## src/design/zx_pkg.sv

```systemverilog
package zx_pkg;

	////////////////////////////////////////////////////////////////////////////
	// port addresses
	////////////////////////////////////////////////////////////////////////////

	// low address byte
	localparam logic [7:0] PORT_FE       = 8'hFE;
	localparam logic [7:0] PORT_SD_DATA  = 8'h57;
	localparam logic [7:0] PORT_SD_CTRL  = 8'h77;
	localparam logic [7:0] XPORT_LOW     = 8'hAF;

	// high address byte of the #xxAF ports
	localparam logic [7:0] XPORT_BORDER  = 8'h0F;
	localparam logic [7:0] XPORT_SYSCONF = 8'h20;
	localparam logic [7:0] XPORT_MEMCONF = 8'h21;
	localparam logic [7:0] XPORT_IM2VECT = 8'h24;

	// register values after reset
	localparam logic [7:0] BORDER_RST    = 8'h00;
	localparam logic [7:0] SYSCONF_RST   = 8'h00;
	localparam logic [7:0] MEMCONF_RST   = 8'h00;
	localparam logic [7:0] IM2VECT_RST   = 8'hFF;

	localparam int SYNC_STAGES = 2;
	localparam int SPI_BITS    = 8;

	////////////////////////////////////////////////////////////////////////////
	// bus types
	////////////////////////////////////////////////////////////////////////////

	typedef struct packed {
		logic [15:0] addr;
		logic [7:0]  wdata;
		logic        iord;
		logic        iord_s;
		logic        iowr_s;
		logic        intack;
	} z80_bus_t;

	typedef struct packed {
		logic       cyc;
		logic       stb;
		logic       we;
		logic [7:0] dat;
	} wb_req_t;

	typedef struct packed {
		logic       ack;
		logic [7:0] dat;
	} wb_rsp_t;

endpackage

```

## src/design/z80_strobes.sv

```systemverilog
`timescale 1ns/1ps

module z80_strobes (
	input  logic              fclk,
	input  logic              rst_n,
	input  logic              iorq_n,
	input  logic              rd_n,
	input  logic              wr_n,
	input  logic              m1_n,
	input  logic [15:0]       a,
	input  logic [7:0]        zd_in,
	output zx_pkg::z80_bus_t  bus
);

	import zx_pkg::*;

	// {iorq_n, rd_n, wr_n, m1_n}
	logic [3:0] ctl_n;
	logic [SYNC_STAGES-1:0][3:0] sync_q;
	logic [3:0] ctl_s;

	logic iorq, rd, wr, m1;
	logic iord_c, iowr_c, intack_c;

	logic iord_q, iowr_q, intack_q;
	logic iord_s_q, iowr_s_q;

	assign ctl_n = {iorq_n, rd_n, wr_n, m1_n};

	// control lines are idle high
	always_ff @(posedge fclk or negedge rst_n) begin
		if (!rst_n)
			sync_q <= '1;
		else
			sync_q <= {sync_q[SYNC_STAGES-2:0], ctl_n};
	end

	assign ctl_s = sync_q[SYNC_STAGES-1];

	assign iorq = ~ctl_s[3];
	assign rd   = ~ctl_s[2];
	assign wr   = ~ctl_s[1];
	assign m1   = ~ctl_s[0];

	assign iord_c   = iorq & rd & ~m1;
	assign iowr_c   = iorq & wr & ~m1;
	assign intack_c = iorq & m1;

	// levels plus start-of-cycle pulses
	always_ff @(posedge fclk or negedge rst_n) begin
		if (!rst_n) begin
			iord_q   <= 1'b0;
			iowr_q   <= 1'b0;
			intack_q <= 1'b0;
			iord_s_q <= 1'b0;
			iowr_s_q <= 1'b0;
		end else begin
			iord_q   <= iord_c;
			iowr_q   <= iowr_c;
			intack_q <= intack_c;
			iord_s_q <= iord_c & ~iord_q;
			iowr_s_q <= iowr_c & ~iowr_q;
		end
	end

	// address and data are stable for the whole bus cycle
	assign bus = '{
		addr:   a,
		wdata:  zd_in,
		iord:   iord_q,
		iord_s: iord_s_q,
		iowr_s: iowr_s_q,
		intack: intack_q
	};

endmodule

```

## src/design/zports.sv

```systemverilog
`timescale 1ns/1ps

module zports (
	input  logic              fclk,
	input  logic              rst_n,
	input  zx_pkg::z80_bus_t  bus,
	input  zx_pkg::wb_rsp_t   wb_rsp,
	output zx_pkg::wb_req_t   wb_req,
	output logic [7:0]        zd_out,
	output logic              zd_oe,
	output logic [7:0]        border,
	output logic [1:0]        turbo,
	output logic [7:0]        memconf,
	output logic              beep,
	output logic              sdcs_n,
	output logic              wait_n
);

	import zx_pkg::*;

	logic [7:0] lo, hi;
	logic hit_fe, hit_xp, hit_sd_data, hit_sd_ctrl;
	logic hit_border, hit_sysconf, hit_memconf, hit_im2vect;

	logic [7:0] sysconf;
	logic [7:0] im2vect;
	logic [7:0] sd_byte;
	logic       sd_start;

	////////////////////////////////////////////////////////////////////////////
	// address decode
	////////////////////////////////////////////////////////////////////////////

	assign lo = bus.addr[7:0];
	assign hi = bus.addr[15:8];

	assign hit_fe      = (lo == PORT_FE);
	assign hit_sd_data = (lo == PORT_SD_DATA);
	assign hit_sd_ctrl = (lo == PORT_SD_CTRL);
	assign hit_xp      = (lo == XPORT_LOW);

	assign hit_border  = hit_xp && (hi == XPORT_BORDER);
	assign hit_sysconf = hit_xp && (hi == XPORT_SYSCONF);
	assign hit_memconf = hit_xp && (hi == XPORT_MEMCONF);
	assign hit_im2vect = hit_xp && (hi == XPORT_IM2VECT);

	////////////////////////////////////////////////////////////////////////////
	// configuration registers
	////////////////////////////////////////////////////////////////////////////

	always_ff @(posedge fclk or negedge rst_n) begin
		if (!rst_n) begin
			border  <= BORDER_RST;
			sysconf <= SYSCONF_RST;
			memconf <= MEMCONF_RST;
			im2vect <= IM2VECT_RST;
			beep    <= 1'b0;
			sdcs_n  <= 1'b1;
		end else if (bus.iowr_s) begin
			// #FE only carries 3 border bits
			if (hit_fe) begin
				border <= {5'b11110, bus.wdata[2:0]};
				beep   <= bus.wdata[4];
			end
			if (hit_border)
				border <= bus.wdata;
			if (hit_sysconf)
				sysconf <= bus.wdata;
			if (hit_memconf)
				memconf <= bus.wdata;
			if (hit_im2vect)
				im2vect <= bus.wdata;
			if (hit_sd_ctrl)
				sdcs_n <= bus.wdata[1];
		end
	end

	assign turbo = sysconf[1:0];

	////////////////////////////////////////////////////////////////////////////
	// SD access over Wishbone, Z80 held in wait meanwhile
	////////////////////////////////////////////////////////////////////////////

	assign sd_start = (bus.iowr_s | bus.iord_s) & hit_sd_data;

	always_ff @(posedge fclk or negedge rst_n) begin
		if (!rst_n) begin
			wb_req <= '0;
			wait_n <= 1'b1;
		end else if (wb_req.cyc) begin
			if (wb_rsp.ack) begin
				wb_req.cyc <= 1'b0;
				wb_req.stb <= 1'b0;
				wait_n     <= 1'b1;
			end
		end else if (sd_start) begin
			wb_req.cyc <= 1'b1;
			wb_req.stb <= 1'b1;
			wb_req.we  <= bus.iowr_s;
			wb_req.dat <= bus.wdata;
			wait_n     <= 1'b0;
		end
	end

	// byte returned by the last exchange or read
	always_ff @(posedge fclk) begin
		if (wb_req.cyc && wb_rsp.ack)
			sd_byte <= wb_rsp.dat;
	end

	////////////////////////////////////////////////////////////////////////////
	// read mux
	////////////////////////////////////////////////////////////////////////////

	always_comb begin
		zd_oe  = 1'b0;
		zd_out = 8'h00;
		if (bus.intack) begin
			zd_oe  = 1'b1;
			zd_out = im2vect;
		end else if (bus.iord) begin
			if (hit_border) begin
				zd_oe  = 1'b1;
				zd_out = border;
			end else if (hit_sysconf) begin
				zd_oe  = 1'b1;
				zd_out = sysconf;
			end else if (hit_memconf) begin
				zd_oe  = 1'b1;
				zd_out = memconf;
			end else if (hit_sd_data) begin
				zd_oe  = 1'b1;
				zd_out = sd_byte;
			end
		end
	end

endmodule

```

## src/design/sd_spi.sv

```systemverilog
`timescale 1ns/1ps

module sd_spi (
	input  logic             fclk,
	input  logic             rst_n,
	input  zx_pkg::wb_req_t  wb_req,
	input  logic             sddi,
	output zx_pkg::wb_rsp_t  wb_rsp,
	output logic             sdclk,
	output logic             sddo
);

	import zx_pkg::*;

	typedef logic [$clog2(SPI_BITS):0] cnt_t;

	logic                busy;
	logic                ack;
	cnt_t                bit_cnt;
	logic [SPI_BITS-1:0] tx_sh;
	logic [SPI_BITS-1:0] rx_sh;
	logic [SPI_BITS-1:0] rx_byte;
	logic                done;

	// all bits clocked out, final falling edge already seen
	assign done = (bit_cnt == cnt_t'(SPI_BITS));

	////////////////////////////////////////////////////////////////////////////
	// mode 0 engine, sdclk at half fclk
	////////////////////////////////////////////////////////////////////////////

	always_ff @(posedge fclk or negedge rst_n) begin
		if (!rst_n) begin
			busy    <= 1'b0;
			ack     <= 1'b0;
			sdclk   <= 1'b0;
			bit_cnt <= '0;
			tx_sh   <= '0;
		end else begin
			ack <= 1'b0;
			if (busy) begin
				if (done) begin
					busy <= 1'b0;
					ack  <= 1'b1;
				end else if (!sdclk) begin
					sdclk <= 1'b1;
				end else begin
					// next bit goes out with the falling edge
					sdclk   <= 1'b0;
					tx_sh   <= {tx_sh[SPI_BITS-2:0], 1'b0};
					bit_cnt <= bit_cnt + 1'b1;
				end
			end else if (wb_req.cyc && wb_req.stb && !ack) begin
				if (wb_req.we) begin
					busy    <= 1'b1;
					tx_sh   <= wb_req.dat;
					bit_cnt <= '0;
				end else begin
					ack <= 1'b1;
				end
			end
		end
	end

	// sample on the rising sdclk edge
	always_ff @(posedge fclk) begin
		if (busy && !done && !sdclk)
			rx_sh <= {rx_sh[SPI_BITS-2:0], sddi};
		if (busy && done)
			rx_byte <= rx_sh;
	end

	assign sddo = tx_sh[SPI_BITS-1];

	assign wb_rsp.ack = ack;
	assign wb_rsp.dat = rx_byte;

endmodule

```

## src/design/zx_port_top.sv

```systemverilog
`timescale 1ns/1ps

module zx_port_top (
	input  logic        fclk,
	input  logic        rst_n,
	input  logic        iorq_n,
	input  logic        rd_n,
	input  logic        wr_n,
	input  logic        m1_n,
	input  logic [15:0] a,
	input  logic [7:0]  zd_in,
	input  logic        sddi,
	output logic [7:0]  zd_out,
	output logic        zd_oe,
	output logic        wait_n,
	output logic [7:0]  border,
	output logic [1:0]  turbo,
	output logic [7:0]  memconf,
	output logic        beep,
	output logic        sdcs_n,
	output logic        sdclk,
	output logic        sddo
);

	import zx_pkg::*;

	z80_bus_t bus;
	wb_req_t  wb_req;
	wb_rsp_t  wb_rsp;

	////////////////////////////////////////////////////////////////////////////
	// Z80 bus into fclk domain
	////////////////////////////////////////////////////////////////////////////

	z80_strobes i_strobes (
		.fclk   (fclk),
		.rst_n  (rst_n),
		.iorq_n (iorq_n),
		.rd_n   (rd_n),
		.wr_n   (wr_n),
		.m1_n   (m1_n),
		.a      (a),
		.zd_in  (zd_in),
		.bus    (bus)
	);

	zports i_zports (
		.fclk    (fclk),
		.rst_n   (rst_n),
		.bus     (bus),
		.wb_rsp  (wb_rsp),
		.wb_req  (wb_req),
		.zd_out  (zd_out),
		.zd_oe   (zd_oe),
		.border  (border),
		.turbo   (turbo),
		.memconf (memconf),
		.beep    (beep),
		.sdcs_n  (sdcs_n),
		.wait_n  (wait_n)
	);

	// SD card link
	sd_spi i_sd_spi (
		.fclk   (fclk),
		.rst_n  (rst_n),
		.wb_req (wb_req),
		.sddi   (sddi),
		.wb_rsp (wb_rsp),
		.sdclk  (sdclk),
		.sddo   (sddo)
	);

endmodule

```

## config.mk

```make
export PLATFORM = sky130hd
export DESIGN_NAME = zx_port_top
export DESIGN_NICKNAME = d
export VERILOG_FILES = /design/src/design/zx_pkg.sv /design/src/design/z80_strobes.sv /design/src/design/zports.sv /design/src/design/sd_spi.sv /design/src/design/zx_port_top.sv
export SDC_FILE = /design/constraint.sdc
export NUM_CORES = 1
export LEC_CHECK = 0
export ABC_AREA = 0
export ABC_CLOCK_PERIOD_IN_PS = 5250
export CAP_MARGIN = 20
export CORE_MARGIN = 4
export CORE_UTILIZATION = 60
export CTS_BUF_LIST = sky130_fd_sc_hd__clkbuf_16
export DETAILED_ROUTE_END_ITERATION = 10
export DONT_BUFFER_PORTS = 1
export GPL_TIMING_DRIVEN = 1
export PLACE_DENSITY = 0.83
export SYNTH_ARGS = -nofsm -noshare
export SYNTH_HDL_FRONTEND = slang
export SYNTH_HIERARCHICAL = 1
export SYNTH_SLANG_ARGS = --single-unit
export TNS_END_PERCENT = 30
```

## constraint.sdc

```tcl
create_clock -name fclk -period 5.25 [get_ports fclk]
set_input_delay 1.575 -clock fclk [delete_from_list [all_inputs] [get_ports fclk]]
set_output_delay 1.575 -clock fclk [all_outputs]
set_load 0.01 [all_outputs]
```

# Yosys cells after proc, flatten, opt, wreduce, memory -nomap -nowiden
# Index checks and enable logic that the tools add are counted.
totals:
  register_bits: 98
  wordCells: 122
  output_inout_bits: 32
  input_bits: 31
op_classes:
  n_mux: 39
  n_addsub: 1
  n_bitwise: 17
  n_eq_ne: 12
  n_reduce_logical: 27
ops:
  columns: ["op", "count"]
  rows:
  - ["$mux W8", 13]
  - ["$eq A8 B6 Y1 const B", 3]
  - ["$mux W4", 5]
  - ["$mux W1", 18]
  - ["$reduce_and A2 Y1", 9]
  - ["$eq A8 B7 Y1 const B", 2]
  - ["$eq A8 B8 Y1 const B", 2]
  - ["$mux W11", 1]
  - ["$logic_and A1 B1 Y1", 10]
  - ["$and A1 B1 Y1", 8]
  - ["$eq A8 B4 Y1 const B", 1]
  - ["$not A1 Y1", 8]
  - ["$reduce_bool A2 Y1", 4]
  - ["$add A4 B1 Y4 const B", 1]
  - ["$eq A4 B4 Y1 const B", 1]
  - ["$mux W2", 2]
  - ["$ne A2 B1 Y1 const B", 2]
  - ["$reduce_and A4 Y1", 1]
  - ["$logic_not A1 Y1", 3]
  - ["$ne A2 B2 Y1 const B", 1]
  - ["$or A1 B1 Y1", 1]

# Depth between registers and ports, before layout
depth:
  depth_word: 7
  mapped_depth: 7
  ltp_nobuf: 5

# Cells and area by module
# The synthesis kept the hierarchy.
by_module_without_submodules:
  columns: ["mod", "instances", "cells_per_inst", "seq_area_each_um2", "area_per_inst_um2"]
  rows:
  - ["zports", 1, 212, 1403.8, 2542.4]
  - ["sd_spi", 1, 79, 855.8, 1306.3]
  - ["z80_strobes", 1, 46, 335.3, 594.3]

# Least setup slack after synthesis
# Ideal clock, no wire load.
synth_timing:
  path_kind: "input port to output port"
  startpoint: "input a[6]"
  endpoint: "output zd_out[4]"
  arrival_ns: 3.283
  path_slack_ns: 0.392
  cell_stages: 6
  required_time_ns: 3.675
  path_buffers: 1
  cell_sequence: "buf_4 -> or4_4 -> nor3_1 -> o21ai_0 -> and3_1 -> o31ai_1"
synth_via:
  elab_chain_cells: 7
  elab_cells_between_ends: 11
  cone_classes: "eq/ne: 2; mux: 6; reduce/logical: 3"
synth_lines:
  columns: ["element", "line_no", "rtl"]
  rows:
  - ["from (decl)", "zx_port_top.sv:10", "input logic [15:0] a,"]
  - ["$eq A8 B7 Y1 or $eq A8 B8 Y1 (tied branches)", "zports.sv:38, zports.sv:40", null]
  - ["$mux W8 or $logic_and A1 B1 Y1 (tied branches)", "zports.sv:131, zports.sv:44", null]
  - ["$mux W8", "zports.sv:128", "end else if (hit_memconf) begin"]
  - ["$mux W8", "zports.sv:125", "end else if (hit_sysconf) begin"]
  - ["$mux W8 (*)", "zports.sv:122", "if (hit_border) begin"]
  - ["$mux W8 (*)", "zports.sv:121", "end else if (bus.iord) begin"]
  - ["$mux W8 (*)", "zports.sv:118", "if (bus.intack) begin"]
  - ["to (decl)", "zx_port_top.sv:13", "output logic [7:0] zd_out,"]
# Every way passes the cells marked *; elsewhere a longest branch is shown, timed or not.

# Worst setup path after layout
layout_timing:
  startpoint: "input a[9]"
  endpoint: "output zd_out[0]"
layout_via:
  elab_chain_cells: 7
  elab_cells_between_ends: 11
  cone_classes: "eq/ne: 3; mux: 5; reduce/logical: 3"
layout_lines:
  columns: ["element", "line_no", "rtl"]
  rows:
  - ["$eq A8 B6 Y1", "zports.sv:44", "assign hit_memconf = hit_xp && (hi == XPORT_MEMCONF);"]
  - ["$logic_and A1 B1 Y1", "zports.sv:44", null]
  - ["$mux W8", "zports.sv:128", null]
  - ["$mux W8", "zports.sv:125", null]
  - ["$mux W8 (*)", "zports.sv:122", null]
  - ["$mux W8 (*)", "zports.sv:121", null]
  - ["$mux W8 (*)", "zports.sv:118", null]
# Marked as above.

==> impl_metrics.env <==
export IMPL_status="completed"
export IMPL_die_area_sq_um=8850
export IMPL_vias_per_cell=5.84
export IMPL_syn_area_per_cell_sq_um=13.2
export IMPL_die_x_microns=94.1
export IMPL_die_h_microns=94.1
export IMPL_finalSetupTns_ns=0
export IMPL_synth_edff_count=24
export IMPL_drt_total_wl_microns=8360
export IMPL_synthDistinctLibCells=51
export IMPL_wl_per_cell_microns=19.6
export IMPL_drt_iter0_drc=159
export IMPL_cp_slowest_cell="or4b_1"
export IMPL_critPathArrivalTime_ns=3.42
export IMPL_grt_pass1_wl_microns=13300
export IMPL_grt_ovfl_total=0
export IMPL_n_antenna_cell=0
export IMPL_synth_seq_cells=98
export IMPL_cts_htree_levels=3
export IMPL_slew_viol_final=0
export IMPL_clock_skew_ns=0.00670
export IMPL_cts_setup_buffers=0
export IMPL_fin_crit_ns=5.00
export IMPL_num_io_pins=63
export IMPL_drc=0
export IMPL_min_path_type="reg -> reg"
export IMPL_rows=31
export IMPL_cap_violations=0
export IMPL_grt_pass1_vias=2521
export IMPL_grt_max_degree=75
export IMPL_port_buffer_count=0
export IMPL_dpl_hpwl_microns=5840
export IMPL_ir_worst_vdd_v=0.000379
export IMPL_worstPathRequired_ns=3.68
export IMPL_reg2reg_depth=4
export IMPL_track_usage_pct=20.0
export IMPL_fin_nets=356
export IMPL_insertion_delay_ns=0.33
export IMPL_layout_commonest_cell="dfrtp_1"
export IMPL_crit_chain="or3b_2 > nor2_1 > or4b_1 > o21ai_0 > o31ai_1 > buf_4"
export IMPL_netlist_area_sq_um=4440
export IMPL_ant_nets=0
export IMPL_antenna_found_initial=0
export IMPL_start_util_pct=61.6
export IMPL_syn_to_final_growth_pct=5.27
export IMPL_dr_pass1_iters=4
export IMPL_fmaxAchievable_mhz=200
export IMPL_cts_tree="yes"
export IMPL_syn_num_nets=370
export IMPL_max_stage_delay_ns=0.63
export IMPL_layout_common_cells="dfrtp_1, mux2_2, nand2_1"
export IMPL_clkTransAtPathRegs_ns=0.06
export IMPL_cp_max_fo=7
export IMPL_power_per_cell_area_nw_per_um2=307
export IMPL_cts_made_buffers=9
export IMPL_grt_setup_unrepaired="no"
export IMPL_vias=2495
export IMPL_synth_ff_type="dfrtp_1"
export IMPL_setup_viol=0
export IMPL_utilization_pct=64.8
export IMPL_clock_path_buffers=2
export IMPL_netlist_instances=337
export IMPL_worst_slew_pin_slew_ns=0.696
export IMPL_cts_hold_buf=0
export IMPL_cp_end_kind="output port"
export IMPL_crit_type="in -> out"
export IMPL_critPathLaunchType="primary input"
export IMPL_relSlewSlack_pct=53.5
export IMPL_synth_yosys_seq_area_share_pct=58.4
export IMPL_cts_root_buf="clkbuf_16"
export IMPL_gp_congestion=0.890
export IMPL_yosys_warnings=6
export IMPL_cts_resized=0
export IMPL_leakage_nw=2.04
export IMPL_timing_final_crit_share_pct=95.2
export IMPL_drive_above_1_share_pct=34.5
export IMPL_hold_violations=0
export IMPL_core_sq_um=7210
export IMPL_clock_sinks=98
export IMPL_min_path_cells=0
export IMPL_async_reset_ff_share_pct=75.5
## where the power goes
part | total (mW) | internal, mW | switching [mW]
combinational | 0.0160 | 0.00833 | 0.00763
sequential | 0.796 | 0.789 | 0.00736
clock | 0.623 | 0.365 | 0.258
total | 1.44 | 1.16 | 0.273
## synthesized netlist by cell type, drive strengths merged, types with 3 or more instances
cell type | number | area (sq um)
nor2b | 3 | 18.8
mux2 | 53 | 623
inv | 11 | 41.3
o21ai | 15 | 75.1
mux2i | 6 | 60.1
o31ai | 8 | 60.1
nor2 | 20 | 85.1
dfrtp | 56 | 1400
or4 | 3 | 33.8
edfxtp | 24 | 721
nand2 | 30 | 113
a21o | 4 | 30.0
nor3 | 5 | 25.0
and3 | 7 | 43.8
nand4 | 5 | 37.5
buf | 34 | 253
dfstp | 18 | 473
## worst paths after layout
check	slack, ns	start	to
max in group asynchronous	4.11	rst_n	i_strobes/ctl_s[1]
min in group asynchronous	0.94	rst_n	i_sd_spi/tx_sh[7]
hold reg to reg	0.36	i_strobes/sync_q[2]	i_strobes/ctl_s[2]
setup reg to reg	3.09	i_strobes/iowr_s_q	i_zports/border[0]
hold / removal	0.36	i_strobes/sync_q[2]	i_strobes/ctl_s[2]
setup / recovery	0.25	a[9]	zd_out[0]
## layout make-up
type	instances	area [sq um]
Clock buffer	9	225
Clock inverter	7	62.6
Fill cell	537	2540
Inverter	11	41.3
Multi-Input combinational cell	192	1550
Sequential cell	98	2590
Tap cell	99	124
Timing Repair Buffer	11	82.6
## worst max-delay path, delay by kind of cell
| kind | cells | cell delay, ns |
|---|---|---|
| simple gates | 3 | 1.33 |
| compound gates | 2 | 0.36 |
| buf+inv | 1 | 0.15 |
## cells by family after synthesis
logic type / after synthesis / share of synthesized area [%]
flops: 98 / 58.4
simple gates: 96 / 13.0
mux: 59 / 15.4
buf+inv: 47 / 6.79
compound gates: 34 / 5.66
fa+ha+maj: 2 / 0.563
xor+xnor: 1 / 0.197
## flip-flops by register name, indices dropped and copies added, names as in the netlist, 4 cells and up
| signal | cells |
|---|---|
| i_sd_spi/rx_byte | 8 |
| i_zports/border | 8 |
| i_zports/sysconf | 8 |
| i_strobes/sync_q | 4 |
| i_zports/im2vect | 8 |
| i_sd_spi/tx_sh | 8 |
| i_zports/wb_req | 11 |
| i_sd_spi/rx_sh | 8 |
| i_sd_spi/bit_cnt | 4 |
| i_zports/sd_byte | 8 |
| i_zports/memconf | 8 |
| i_strobes/ctl_s | 4 |
## layer usage
layer	GRT usage, %	vias up	share of wire (%)
met4	5.42	0	0.87
met1	26.2	1280	40
met5	0	-	0
li1	-	1140	-
met2	32.3	70	52
met3	6.49	5	6.8
## stage by stage
step	instances	total power, mW	setup slack, ns	instance area [sq um]	hold slack [ns]
6_report	427	1.44	0.253	4680	0.357
5_1_grt	427	1.48	0.108	4680	0.359
4_1_cts	427	1.45	0.250	4680	0.358
3_5_place_dp	411	0.826	0.230	4390	0.349
3_3_place_gp	411	0.825	0.329	4390	0.346
2_1_floorplan	337	0.840	0.392	4440	0.345
(Power assumes the default switching activity.)
